$ cat src/hw/tlu_pkg.sv
// tlu controller package: mode and state enums, timing constants, packed structs

package tlu_pkg;

    // widths
    localparam int WORD_W    = 32; // timestamp, counter, data word
    localparam int TIMEOUT_W = 8;  // low timeout setting and wait counters

    // glitch filter on the TLU trigger line, high cycles before acceptance
    localparam int ACCEPT_WAIT_CYCLES = 5;

    // idle cycles after a trigger before veto may be raised again
    localparam int HANDSHAKE_VETO_WAIT_CYCLES = 5;

    typedef enum logic [1:0] {
        MODE_SIMPLE     = 2'b00,
        MODE_SIMPLE_ALT = 2'b01, // same as simple
        MODE_HANDSHAKE  = 2'b10,
        MODE_RESERVED   = 2'b11  // never starts a trigger
    } tlu_mode_e;

    typedef enum logic [2:0] {
        IDLE             = 3'd0,
        SEND_COMMAND     = 3'd1,
        WAIT_TRIGGER_LOW = 3'd2,
        LATCH_DATA       = 3'd3,
        WAIT_ACK         = 3'd4
    } trig_state_e;

    typedef struct packed {
        tlu_mode_e              mode;
        logic [TIMEOUT_W-1:0]   low_time_out; // 0 disables the timeout
        logic                   enable_veto;
    } tlu_cfg_t;

    // one-cycle strobes from the trigger FSM
    typedef struct packed {
        logic accepted;
        logic write;
    } trig_event_t;

    typedef struct packed {
        logic [WORD_W-1:0] timestamp;
        logic [WORD_W-1:0] trigger_count;
    } count_snap_t;

endpackage

$ cat src/hw/tlu_trigger_fsm.sv
// trigger FSM: glitch filter, low timeout, veto hold-off, sticky acknowledge, error flags

module tlu_trigger_fsm
    import tlu_pkg::*;
(
    input  logic        TRIGGER_CLK,
    input  logic        RESET,
    input  tlu_cfg_t    cfg,
    input  logic        trigger,
    input  logic        trigger_flag,
    input  logic        trigger_veto,
    input  logic        trigger_enable,
    input  logic        trigger_acknowledge,
    output trig_event_t events,
    output logic        busy,
    output logic        assert_veto,
    output logic        accept_error,
    output logic        low_timeout_error
);

    trig_state_e          state;
    trig_state_e          next_state;
    logic                 is_simple;
    logic                 is_handshake;
    logic                 entering;
    logic                 handshake_accept; // trigger passed the glitch filter
    logic                 acknowledged;     // ack seen since acceptance
    logic [TIMEOUT_W-1:0] high_cnt;
    logic [TIMEOUT_W-1:0] low_cnt;
    logic [TIMEOUT_W-1:0] veto_cnt;

    assign is_simple    = (cfg.mode == MODE_SIMPLE) || (cfg.mode == MODE_SIMPLE_ALT);
    assign is_handshake = (cfg.mode == MODE_HANDSHAKE);
    assign entering     = (state != next_state);

    always_comb
    begin
        next_state = state;
        case (state)
            IDLE:
            begin
                if (trigger_enable && !trigger_acknowledge)
                begin
                    if (is_simple && trigger_flag && !trigger_veto)
                        next_state = SEND_COMMAND;
                    else if (is_handshake && handshake_accept)
                        next_state = WAIT_TRIGGER_LOW;
                end
            end
            SEND_COMMAND:
                next_state = LATCH_DATA; // flag trigger, no wait for low
            WAIT_TRIGGER_LOW:
            begin
                if (!trigger || low_timeout_error)
                    next_state = LATCH_DATA;
            end
            LATCH_DATA:
                next_state = WAIT_ACK;
            WAIT_ACK:
            begin
                if (trigger_acknowledge || acknowledged)
                    next_state = IDLE;
            end
            default:
                next_state = IDLE;
        endcase
    end

    // outputs registered from the next state
    always_ff @(posedge TRIGGER_CLK)
    begin
        if (RESET)
        begin
            state             <= IDLE;
            events            <= '0;
            busy              <= 1'b0;
            assert_veto       <= 1'b0;
            accept_error      <= 1'b0;
            low_timeout_error <= 1'b0;
            handshake_accept  <= 1'b0;
            acknowledged      <= 1'b0;
            high_cnt          <= '0;
            low_cnt           <= '0;
            veto_cnt          <= '0;
        end
        else
        begin
            state             <= next_state;
            events            <= '0;
            busy              <= (next_state != IDLE);
            assert_veto       <= 1'b0;
            accept_error      <= 1'b0;
            low_timeout_error <= 1'b0;
            handshake_accept  <= 1'b0;
            acknowledged      <= acknowledged | trigger_acknowledge;
            high_cnt          <= '0;
            low_cnt           <= '0;

            case (next_state)
                IDLE:
                begin
                    acknowledged <= 1'b0;
                    // only toward the TLU outside the trigger/busy handshake
                    assert_veto <= cfg.enable_veto && is_handshake && (veto_cnt == '0)
                                   && (!trigger_enable || trigger_veto);
                    if (trigger && is_handshake && trigger_enable)
                        high_cnt <= (high_cnt == '1) ? high_cnt : high_cnt + 1'b1;
                    // still high on this edge as well
                    handshake_accept <= trigger
                                        && (high_cnt >= TIMEOUT_W'(ACCEPT_WAIT_CYCLES));
                    // trigger dropped before it was accepted
                    accept_error <= (high_cnt != '0) && !trigger && is_handshake
                                    && trigger_enable;
                    if (entering)
                        veto_cnt <= TIMEOUT_W'(HANDSHAKE_VETO_WAIT_CYCLES);
                    else if (veto_cnt != '0)
                        veto_cnt <= veto_cnt - 1'b1;
                end
                SEND_COMMAND:
                    events.accepted <= entering;
                WAIT_TRIGGER_LOW:
                begin
                    events.accepted <= entering;
                    low_cnt <= (low_cnt == '1) ? low_cnt : low_cnt + 1'b1;
                    low_timeout_error <= (cfg.low_time_out != '0)
                                         && (low_cnt >= cfg.low_time_out);
                end
                LATCH_DATA:
                    events.write <= 1'b1;
                default:
                begin
                end
            endcase
        end
    end

    a_accept_write_excl: assert property (@(posedge TRIGGER_CLK) disable iff (RESET)
        !(events.accepted && events.write));

    a_write_busy: assert property (@(posedge TRIGGER_CLK) disable iff (RESET)
        events.write |-> busy);

    a_state_legal: assert property (@(posedge TRIGGER_CLK) disable iff (RESET)
        state inside {IDLE, SEND_COMMAND, WAIT_TRIGGER_LOW, LATCH_DATA, WAIT_ACK});

endmodule

$ cat src/hw/tlu_event_counters.sv
// event counters: free-running timestamp with clear, loadable trigger counter

module tlu_event_counters
    import tlu_pkg::*;
(
    input  logic              TRIGGER_CLK,
    input  logic              RESET,
    input  logic              timestamp_clear,
    input  logic              counter_set,
    input  logic [WORD_W-1:0] counter_set_value,
    input  logic              accepted,
    output count_snap_t       counts
);

    logic [WORD_W-1:0] timestamp;
    logic [WORD_W-1:0] trigger_count;

    // timestamp runs every cycle
    always_ff @(posedge TRIGGER_CLK)
    begin
        if (RESET || timestamp_clear)
            timestamp <= '0;
        else
            timestamp <= timestamp + 1'b1;
    end

    always_ff @(posedge TRIGGER_CLK)
    begin
        if (RESET)
            trigger_count <= '0;
        else if (counter_set)
            trigger_count <= counter_set_value; // load wins over count
        else if (accepted)
            trigger_count <= trigger_count + 1'b1;
    end

    assign counts = '{timestamp: timestamp, trigger_count: trigger_count};

    // a load is visible on the next cycle
    a_counter_load: assert property (@(posedge TRIGGER_CLK) disable iff (RESET)
        counter_set |=> (counts.trigger_count == $past(counter_set_value)));

endmodule

$ cat src/hw/tlu_trigger_word.sv
// trigger word builder: counter snapshot at acceptance, marked 32-bit data word

module tlu_trigger_word
    import tlu_pkg::*;
(
    input  logic              TRIGGER_CLK,
    input  logic              RESET,
    input  trig_event_t       events,
    input  count_snap_t       counts,
    input  logic              write_timestamp,
    output logic              data_write,
    output logic [WORD_W-1:0] trigger_data
);

    count_snap_t snap;

    // counts as seen in the accepted cycle, before the counter increments
    always_ff @(posedge TRIGGER_CLK)
    begin
        if (RESET)
            snap <= '0;
        else if (events.accepted)
            snap <= counts;
    end

    assign data_write = events.write;

    // bit 31 marks a trigger word
    always_comb
    begin
        if (write_timestamp)
            trigger_data = {1'b1, snap.timestamp[WORD_W-2:0]};
        else
            trigger_data = {1'b1, snap.trigger_count[WORD_W-2:0]};
    end

    a_word_marked: assert property (@(posedge TRIGGER_CLK) disable iff (RESET)
        data_write |-> trigger_data[WORD_W-1]);

endmodule

$ cat src/hw/tlu_controller.sv
// tlu controller top: trigger FSM and event counters side by side, word builder on top

module tlu_controller
    import tlu_pkg::*;
(
    input  logic              TRIGGER_CLK,
    input  logic              RESET,
    input  tlu_cfg_t          cfg,
    input  logic              trigger,             // TLU trigger line
    input  logic              trigger_flag,        // one-cycle flag, simple mode
    input  logic              trigger_veto,
    input  logic              trigger_enable,
    input  logic              trigger_acknowledge,
    input  logic              write_timestamp,     // level, word carries timestamp
    input  logic              timestamp_clear,
    input  logic              counter_set,
    input  logic [WORD_W-1:0] counter_set_value,
    output logic              busy,
    output logic              assert_veto,
    output logic              accept_error,
    output logic              low_timeout_error,
    output logic              accepted_flag,
    output logic              data_write,
    output logic [WORD_W-1:0] trigger_data
);

    trig_event_t events;
    count_snap_t counts;

    tlu_trigger_fsm u_fsm (
        .TRIGGER_CLK         (TRIGGER_CLK),
        .RESET               (RESET),
        .cfg                 (cfg),
        .trigger             (trigger),
        .trigger_flag        (trigger_flag),
        .trigger_veto        (trigger_veto),
        .trigger_enable      (trigger_enable),
        .trigger_acknowledge (trigger_acknowledge),
        .events              (events),
        .busy                (busy),
        .assert_veto         (assert_veto),
        .accept_error        (accept_error),
        .low_timeout_error   (low_timeout_error)
    );

    tlu_event_counters u_counters (
        .TRIGGER_CLK       (TRIGGER_CLK),
        .RESET             (RESET),
        .timestamp_clear   (timestamp_clear),
        .counter_set       (counter_set),
        .counter_set_value (counter_set_value),
        .accepted          (events.accepted),
        .counts            (counts)
    );

    tlu_trigger_word u_word (
        .TRIGGER_CLK     (TRIGGER_CLK),
        .RESET           (RESET),
        .events          (events),
        .counts          (counts),
        .write_timestamp (write_timestamp),
        .data_write      (data_write),
        .trigger_data    (trigger_data)
    );

    assign accepted_flag = events.accepted;

endmodule

$ cat config.mk
export PLATFORM = sky130hd
export DESIGN_NAME = tlu_controller
export DESIGN_NICKNAME = d
export VERILOG_FILES = /design/src/hw/tlu_pkg.sv /design/src/hw/tlu_trigger_fsm.sv /design/src/hw/tlu_event_counters.sv /design/src/hw/tlu_trigger_word.sv /design/src/hw/tlu_controller.sv
export SDC_FILE = /design/constraint.sdc
export NUM_CORES = 1
export LEC_CHECK = 0
export BUFFER_PORTS_ARGS = -buffer_cell sky130_fd_sc_hd__buf_4
export CAP_MARGIN = 20
export CORE_MARGIN = 1.5
export CORE_UTILIZATION = 55
export DETAILED_ROUTE_END_ITERATION = 10
export PLACE_DENSITY = 0.87
export SLEW_MARGIN = 20
export SYNTH_ARGS = -nofsm -noshare
export SYNTH_HDL_FRONTEND = slang
export SYNTH_HIERARCHICAL = 1
export SYNTH_SLANG_ARGS = --single-unit
$ cat constraint.sdc
create_clock -name TRIGGER_CLK -period 3.4 [get_ports TRIGGER_CLK]
set_input_delay 0.68 -clock TRIGGER_CLK [delete_from_list [all_inputs] [get_ports TRIGGER_CLK]]
set_output_delay 0.68 -clock TRIGGER_CLK [all_outputs]
set_load 0.05 [all_outputs]
* Yosys cells after proc, flatten, opt, wreduce, memory -nomap -nowiden *
Index checks and enable logic that the tools add are counted.

storage, ports and cells
  flip-flop bits (word level) = 161
  word-level logic and storage cells = 92
  bits of input ports = 53
  output and inout port bits = 38

cells by class
  add/sub/neg operators = 5
  magnitude comparators = 2
  equal/unequal tests = 12
  reduce and logical (&&, ||, !) cells = 40
  bitwise logic cells = 5
  mux-type cells = 12

operators with widths
  kind                                                                                 count
  32-bit by 1-bit adder with 32-bit output, second input constant                      2
  32-bit two-way mux                                                                   2
  31-bit two-way mux                                                                   1
  8-bit nonzero test                                                                   3
  8-bit by 1-bit adder with 8-bit output, second input constant                        2
  8-bit equality test, second input constant                                           2
  8-bit two-way mux                                                                    2
  3-bit two-way mux                                                                    5
  3-bit one-hot mux with 5 select lines                                                1
  1-bit logical AND                                                                    14
  3-bit by 2-bit equality test with 1-bit output, second input constant                4
  2-bit OR reduction                                                                   5
  8-bit by 3-bit greater-or-equal comparator with 1-bit output, second input constant  1
  8-bit greater-or-equal comparator                                                    1
  8-bit zero test                                                                      1
  8-bit by 1-bit subtractor with 8-bit output, second input constant                   1
  3-bit by 1-bit equality test with 1-bit output, second input constant                2
  3-bit zero test                                                                      2
  1-bit logical OR                                                                     5
  1-bit zero test                                                                      4
  1-bit NOT                                                                            4
  2-bit nonzero test                                                                   2
  3-bit equality test, second input constant                                           1
  3-bit inequality test                                                                1
  other kinds (8)                                                                      8

* Depth between registers and ports, before layout *
Gate-level depths: netlist of run 1.

  depth after elaboration = 11
  mapped depth = 7
  mapped depth without buffers = 7

* Hierarchy *
Netlist of run 1, hierarchy kept.

modules (own cells, without submodules)
  module              instances  area each (um^2)  cells an instance  seq. area each (um^2)
  tlu_event_counters  1          3444.6            426                1281.2
  tlu_trigger_word    1          2620.0            237                1241.2
  tlu_trigger_fsm     1          1913.1            218                700.7

* Worst setup path before layout of run 1 *
Ideal clock, no wire load.

  path type = register to register
  start = reg, netlist name u_fsm/events[1]
  end = reg u_counters.trigger_count[26]
  buffers on the path = 1
  required time = 3286 ps
  path slack = 1274 ps
  cell stages (with the launch flop) = 6
  data arrival time = 2012 ps
  cell sequence = dfxtp_1 buf_2 nand4_1 nor4_1 a311oi_1 a2111oi_0

on the way
  cells in the longest elaborated chain, start to end = 1

RTL lines
  item                          line                      RTL
  2-bit nonzero test (no line)  --
  end signal, assigned          tlu_event_counters.sv:32  trigger_count <= counter_set_value;
  end signal, assigned          tlu_event_counters.sv:34  trigger_count <= trigger_count + 1'b1;
  end, declared                 tlu_event_counters.sv:16  logic [WORD_W-1:0] trigger_count;

No other way between the ends.
A chain may end at the register's enable or synchronous reset.

* Final worst setup path of run 1 *
  start = reg u_counters.trigger_count[3]
  end = reg u_counters.trigger_count[30]

on the way
  cells in the longest elaborated chain, start to end = 3

RTL lines
  item                                      line                      RTL
  32-bit by 1-bit adder with 32-bit output  tlu_event_counters.sv:34
  32-bit two-way mux                        tlu_event_counters.sv:33  else if (accepted)
  32-bit two-way mux                        tlu_event_counters.sv:31  else if (counter_set)

No other way between the ends. The select of a mux whose other input is x is not followed.

==> impl_metrics.ini, run 1 <==
[outcome]
status = completed

[pwr]
cellPowerDensity_nw_per_um2 = 500.8
leakage_nw = 3.326
ir_drop_uv = 364.8

[yosys]
syn_area_per_cell_um2 = 9.074
yosys_warnings = 6
synth.net_count = 933
syn-cell-area_um2 = 7840
postSynthCellCount = 864

[sta]
clock_skew_ns = 0.007428
hold_violations = 0
period_share_pct = 76.10
final.min_clock_period_ns = 2.588
finalSetupViolCount = 0
fin_hold_ws_ns = 0.4783
slew_headroom_pct = 28.29
maxSlewViolCount = 0
fmax_mhz = 386.5
rsz0062_at_grt = no
fin_setup_tns_ns = 0
tightest_slew_ns = 1.076

[route]
drc = 0
routedWlPerCell_um = 16.85
routed-via-count = 6759
wl_um = 18810
first_iter_violations = 689
viasPerCell = 6.056
ant_nets = 0
drt_pass1_iterations = 8

[cells_and_area]
multi_input_area_um2 = 4215
drive_gt1_share_pct = 18.16
regArea_um2 = 3187
final_util_pct = 65.29
num-fill-cells = 1120
final_nets = 992
syn_to_final_growth_pct = 15.59
diodes = 0

[job]
cap_violations = 0

[clock_tree]
ctsResizeCount = 0
clock-sinks = 159
cts_inserted_buffers = 17
clock_latency_ns = 0.43
post_cts_buffers = 0
htree_levels = 4
cts_root_buffer = clkbuf_16
cts.path.max_buffers = 2
clkTransAtPathRegs_ns = 0.06
cts_tree = done
hold_buffers = 0

[setup_path]
crit_type = reg -> reg
critPathRequiredTime_ns = 3.70
cp_max_fo = 14
critPathArrivalTime_ns = 2.88
reg2reg_depth = 4
critPathMaxStageDelay_ns = 0.81
path_buf_inv = 0
critPathTopFamily = simple AND/OR/NAND/NOR gates
r2r_slack_ns = 0.81
path_cells = nand4_1 > nor4_1 > a311oi_1 > a2111oi_0
r2r_start = u_counters/trigger_count[3]
startpoint = u_counters/trigger_count[3]
r2r-end = u_counters/trigger_count[30]
crit_path_end_kind = flip-flop
slowest_stage = nor4_1
cp-start-kind = flip-flop

[floorplanning]
dieArea_um2 = 14980
core_um2 = 13880
io_pins = 91
row_count = 43
start_util_pct = 56.48
die_x_um = 122.4
die_h_um = 122.4

[placement]
place_congestion = 0.8169
numPortBuffers = 88
dp_hpwl_um = 12190

[worst_hold_path]
hold_end = u_fsm/veto_cnt[6]
worstHoldStart = u_fsm/veto_cnt[6]
holdPathStages = 2
hold_class = reg -> reg

[grt]
grt_usage_pct = 25.80
grt_pass1_vias = 6373
grt_start_max_net_pins = 67
antenna_found_initial = 0
grt-ovfl-total = 0
grt_pass1_wl_um = 30670
## registers in the layout (all words and copies together) (netlist names)
signal / cells
u_counters/timestamp: 31
u_counters/trigger_count: 31
u_fsm/accept_error: 1
u_fsm/acknowledged: 1
u_fsm/assert_veto: 1
u_fsm/busy: 1
u_fsm/events: 2
u_fsm/handshake_accept: 1
u_fsm/high_cnt: 8
u_fsm/low_cnt: 8
u_fsm/low_timeout_error: 1
u_fsm/state: 3
u_fsm/veto_cnt: 8
u_word/snap: 62
## worst max path at each step
stage / end / slack (ns) / cells past startpoint
after floorplan: u_counters/trigger_count[26] / 1.27 / 5
after global placement: u_counters/timestamp[19] / 1.01 / 4
after detailed placement: u_counters/trigger_count[30] / 0.91 / 4
after CTS: u_counters/trigger_count[30] / 0.88 / 4
after global routing: u_counters/trigger_count[30] / 0.59 / 4
final: u_counters/trigger_count[30] / 0.81 / 4
## cell type report
class	count	share of cell area (%)
Sequential cell	159	35.17
Tap cell	180	2.485
Multi-Input combinational cell	621	46.51
Clock buffer	21	5.426
Inverter	31	1.284
Clock inverter	11	1.422
Timing Repair Buffer	93	7.704
## placed cells by master, fill, tap and decap left out, drive strengths merged, types with 3 or more instances in the layout
master   count
o211ai       6
nor2b        8
or3         20
mux2        31
clkbuf      21
o31ai       14
and4        10
dfxtp      159
mux2i       69
clkinv       7
buf         93
nor4b        3
ha          16
or2          3
nor3b        5
nand4       22
nor4        19
nand2b      10
nand2       45
xor2         8
o21ai       18
and3        13
or4         22
nand3       28
xnor2       17
a31oi        6
nor2       117
a2111oi      8
a21oi       32
inv         31
nor3        16
a311oi      10
a211oi      18
## metal layers
| layer | up-vias | share of wire (%) | track usage (%) |
|---|---|---|---|
| met4 | 0 | 1.8 | 9.884 |
| met1 | 3213 | 42 | 31.11 |
| met3 | 37 | 6.9 | 6.831 |
| met5 | - | 0 | 0 |
| li1 | 3270 | - | - |
| met2 | 239 | 49 | 43.96 |
## power by group
part / total [mW] / switching [mW] / internal [mW]
logic: 0.532 / 0.287 / 0.245
registers: 2.04 / 0.0943 / 1.94
clock network: 1.97 / 0.781 / 1.19
total: 4.54 / 1.16 / 3.38
## metrics by stage
| stage | total power [mW] | cell area [um2] | setup WS, ns | std cells |
|---|---|---|---|---|
| detailed placement | 2.601 | 8442 | 0.9126 | 1084 |
| floorplan | 2.473 | 7840 | 1.274 | 864 |
| CTS | 4.549 | 9062 | 0.8832 | 1116 |
| finish | 4.539 | 9062 | 0.8125 | 1116 |
| global route | 4.718 | 9062 | 0.5900 | 1116 |
| global placement | 2.583 | 8442 | 1.010 | 1084 |
## worst register-to-register path, delay by kind of cell, from the launching register on
family,cells,cell delay (ns)
simple gates,2,1.38
compound gates,2,0.60
flops,1,0.48
(Power assumes the default switching activity.)
==> run 2, diff against run 1 <==
clock period = 2.45 ns   (was 3.4 ns; I/O delays follow)
==> impl_metrics.ini, run 2 (synthesis results as in run 1) <==
[sta]
final.min_clock_period_ns = 2.221
fmax_mhz = 450.3
finalSetupViolCount = 0
hold_violations = 0
setup_ws_ns = 0.2295
rsz0062_at_grt = no
fin_setup_tns_ns = 0
tightest_slew_ns = 0.7533
slew_headroom_pct = 49.13
maxSlewViolCount = 0
clock_skew_ns = 0.007379
period_share_pct = 90.63

[clock_tree]
clock_latency_ns = 0.42
hold_buffers = 0
htree_levels = 4
clock-sinks = 159
post_cts_buffers = 0
ctsResizeCount = 0
cts_inserted_buffers = 17
cts.path.max_buffers = 2
cts_tree = done
cts_root_buffer = clkbuf_16
clkTransAtPathRegs_ns = 0.06

[cells_and_area]
regMostFlops = u_word/snap
syn_to_final_growth_pct = 16.45
final_nets = 1006
reg.largest.list = u_word/snap x62, u_counters/timestamp x31, u_counters/trigger_count x31
largest_register_ffs = 62
layout_common_cells = 158 x dfxtp_1, 117 x nor2_1, 107 x buf_4
diodes = 0
final_common_cell = dfxtp_1
final_cell_area_um2 = 9130
drive_gt1_share_pct = 18.86

[outcome]
status = completed

[setup_path]
cp-start-kind = flip-flop
r2r_start = u_counters/timestamp[0]
crit_path_end_kind = flip-flop
cp_max_fo = 17
r2r-end = u_counters/timestamp[19]
crit_type = reg -> reg
r2r_slack_ns = 0.23
critPathArrivalTime_ns = 2.56
critPathRequiredTime_ns = 2.79
reg2reg_depth = 5

[grt]
grt_usage_pct = 24.85
grt_start_max_net_pins = 48
grt_pass1_vias = 6216
grtUsageMet1_pct = 29.68
grt_pass1_wl_um = 29570
antenna_found_initial = 0
grt_use_met3_pct = 6.877
met2_usage_pct = 43.37
grt-ovfl-total = 0
grt_most_used_layer = met2

[route]
drc = 0
routed-via-count = 6743
routedWlPerCell_um = 16.43
drt_pass1_iterations = 7
ant_nets = 0
viasPerCell = 5.973
first_iter_violations = 568
wl_um = 18560

[pwr]
leakage_nw = 3.376
cellPowerDensity_nw_per_um2 = 683.2
ir_drop_uv = 497.0

[floorplanning]
start_util_pct = 56.48
die_x_um = 122.4
core_um2 = 13880
die_h_um = 122.4
io_pins = 91
dieArea_um2 = 14980
row_count = 43

[placement]
dp_hpwl_um = 12540
numPortBuffers = 88
place_congestion = 0.8389
pre_cts_ws_ns = 0.2621
placed_area_um2 = 8547

[worst_hold_path]
worstHoldStart = counter_set_value[1]
hold_end = u_counters/trigger_count[1]
holdPathStages = 3
hold_class = in -> reg

[job]
cap_violations = 0
## run 2: cell count changes in the layout (fill, tap and decap cells not counted), sizes merged
cell / previous run / this run
inv: 31 / 32
clkinv: 7 / 4
buf: 93 / 107
clkbuf: 21 / 23
clkinvlp: 2 / 1
## run 2: how the worst max path moves through the flow
stage                                       start                           end  slack [ns]  depth (start not counted)
final                     u_counters/timestamp[0]      u_counters/timestamp[19]        0.23                          5
after global routing      u_counters/timestamp[0]      u_counters/timestamp[26]        0.09                          5
after CTS                 u_counters/timestamp[0]      u_counters/timestamp[19]        0.24                          5
after global placement    u_counters/timestamp[6]      u_counters/timestamp[18]        0.32                          4
after floorplan                   u_fsm/events[1]  u_counters/trigger_count[26]        0.32                          5
after detailed placement  u_counters/timestamp[6]      u_counters/timestamp[20]        0.26                          4
## run 2: metal layers
metal,up-vias,share of wire (%)
li1,3296,-
met1,3164,42
met2,255,49
met3,28,7.3
met4,0,1.7
met5,-,0
## run 2: critical path, cell delays in order (launching register included)
cell and delay, ns:
dfxtp_1 0.43, nand3_1 0.20, or4_1 0.56, buf_4 0.21, or4_1 0.54, a21oi_1 0.20
## run 2: cell type report
cell class              count  area (um2)
clock buffers              23       479.2
clock inverters             8       103.9
fillers                  1094        4751
inverters                  31       116.4
multi-input cells         621        4215
flip-flops and latches    159        3187
well taps                 180       225.2
repair buffers            107       803.3
## run 2: power by group
group,internal [mW],switching [mW],total [mW],leakage [nW]
logic,0.361,0.425,0.786,1.80
registers,2.70,0.129,2.83,1.29
clock network,1.59,1.04,2.63,0.283
## run 2: metrics by stage
stage	util, %	hold slack, ns	total power, mW	cells
after floorplan	-	0.4425	3.432	864
after global placement	61.57	0.4569	3.611	1098
after detailed placement	61.57	0.4778	3.642	1098
after CTS	65.77	0.2963	6.267	1129
after global routing	65.77	0.3157	6.461	1129
final	65.77	0.3044	6.238	1129
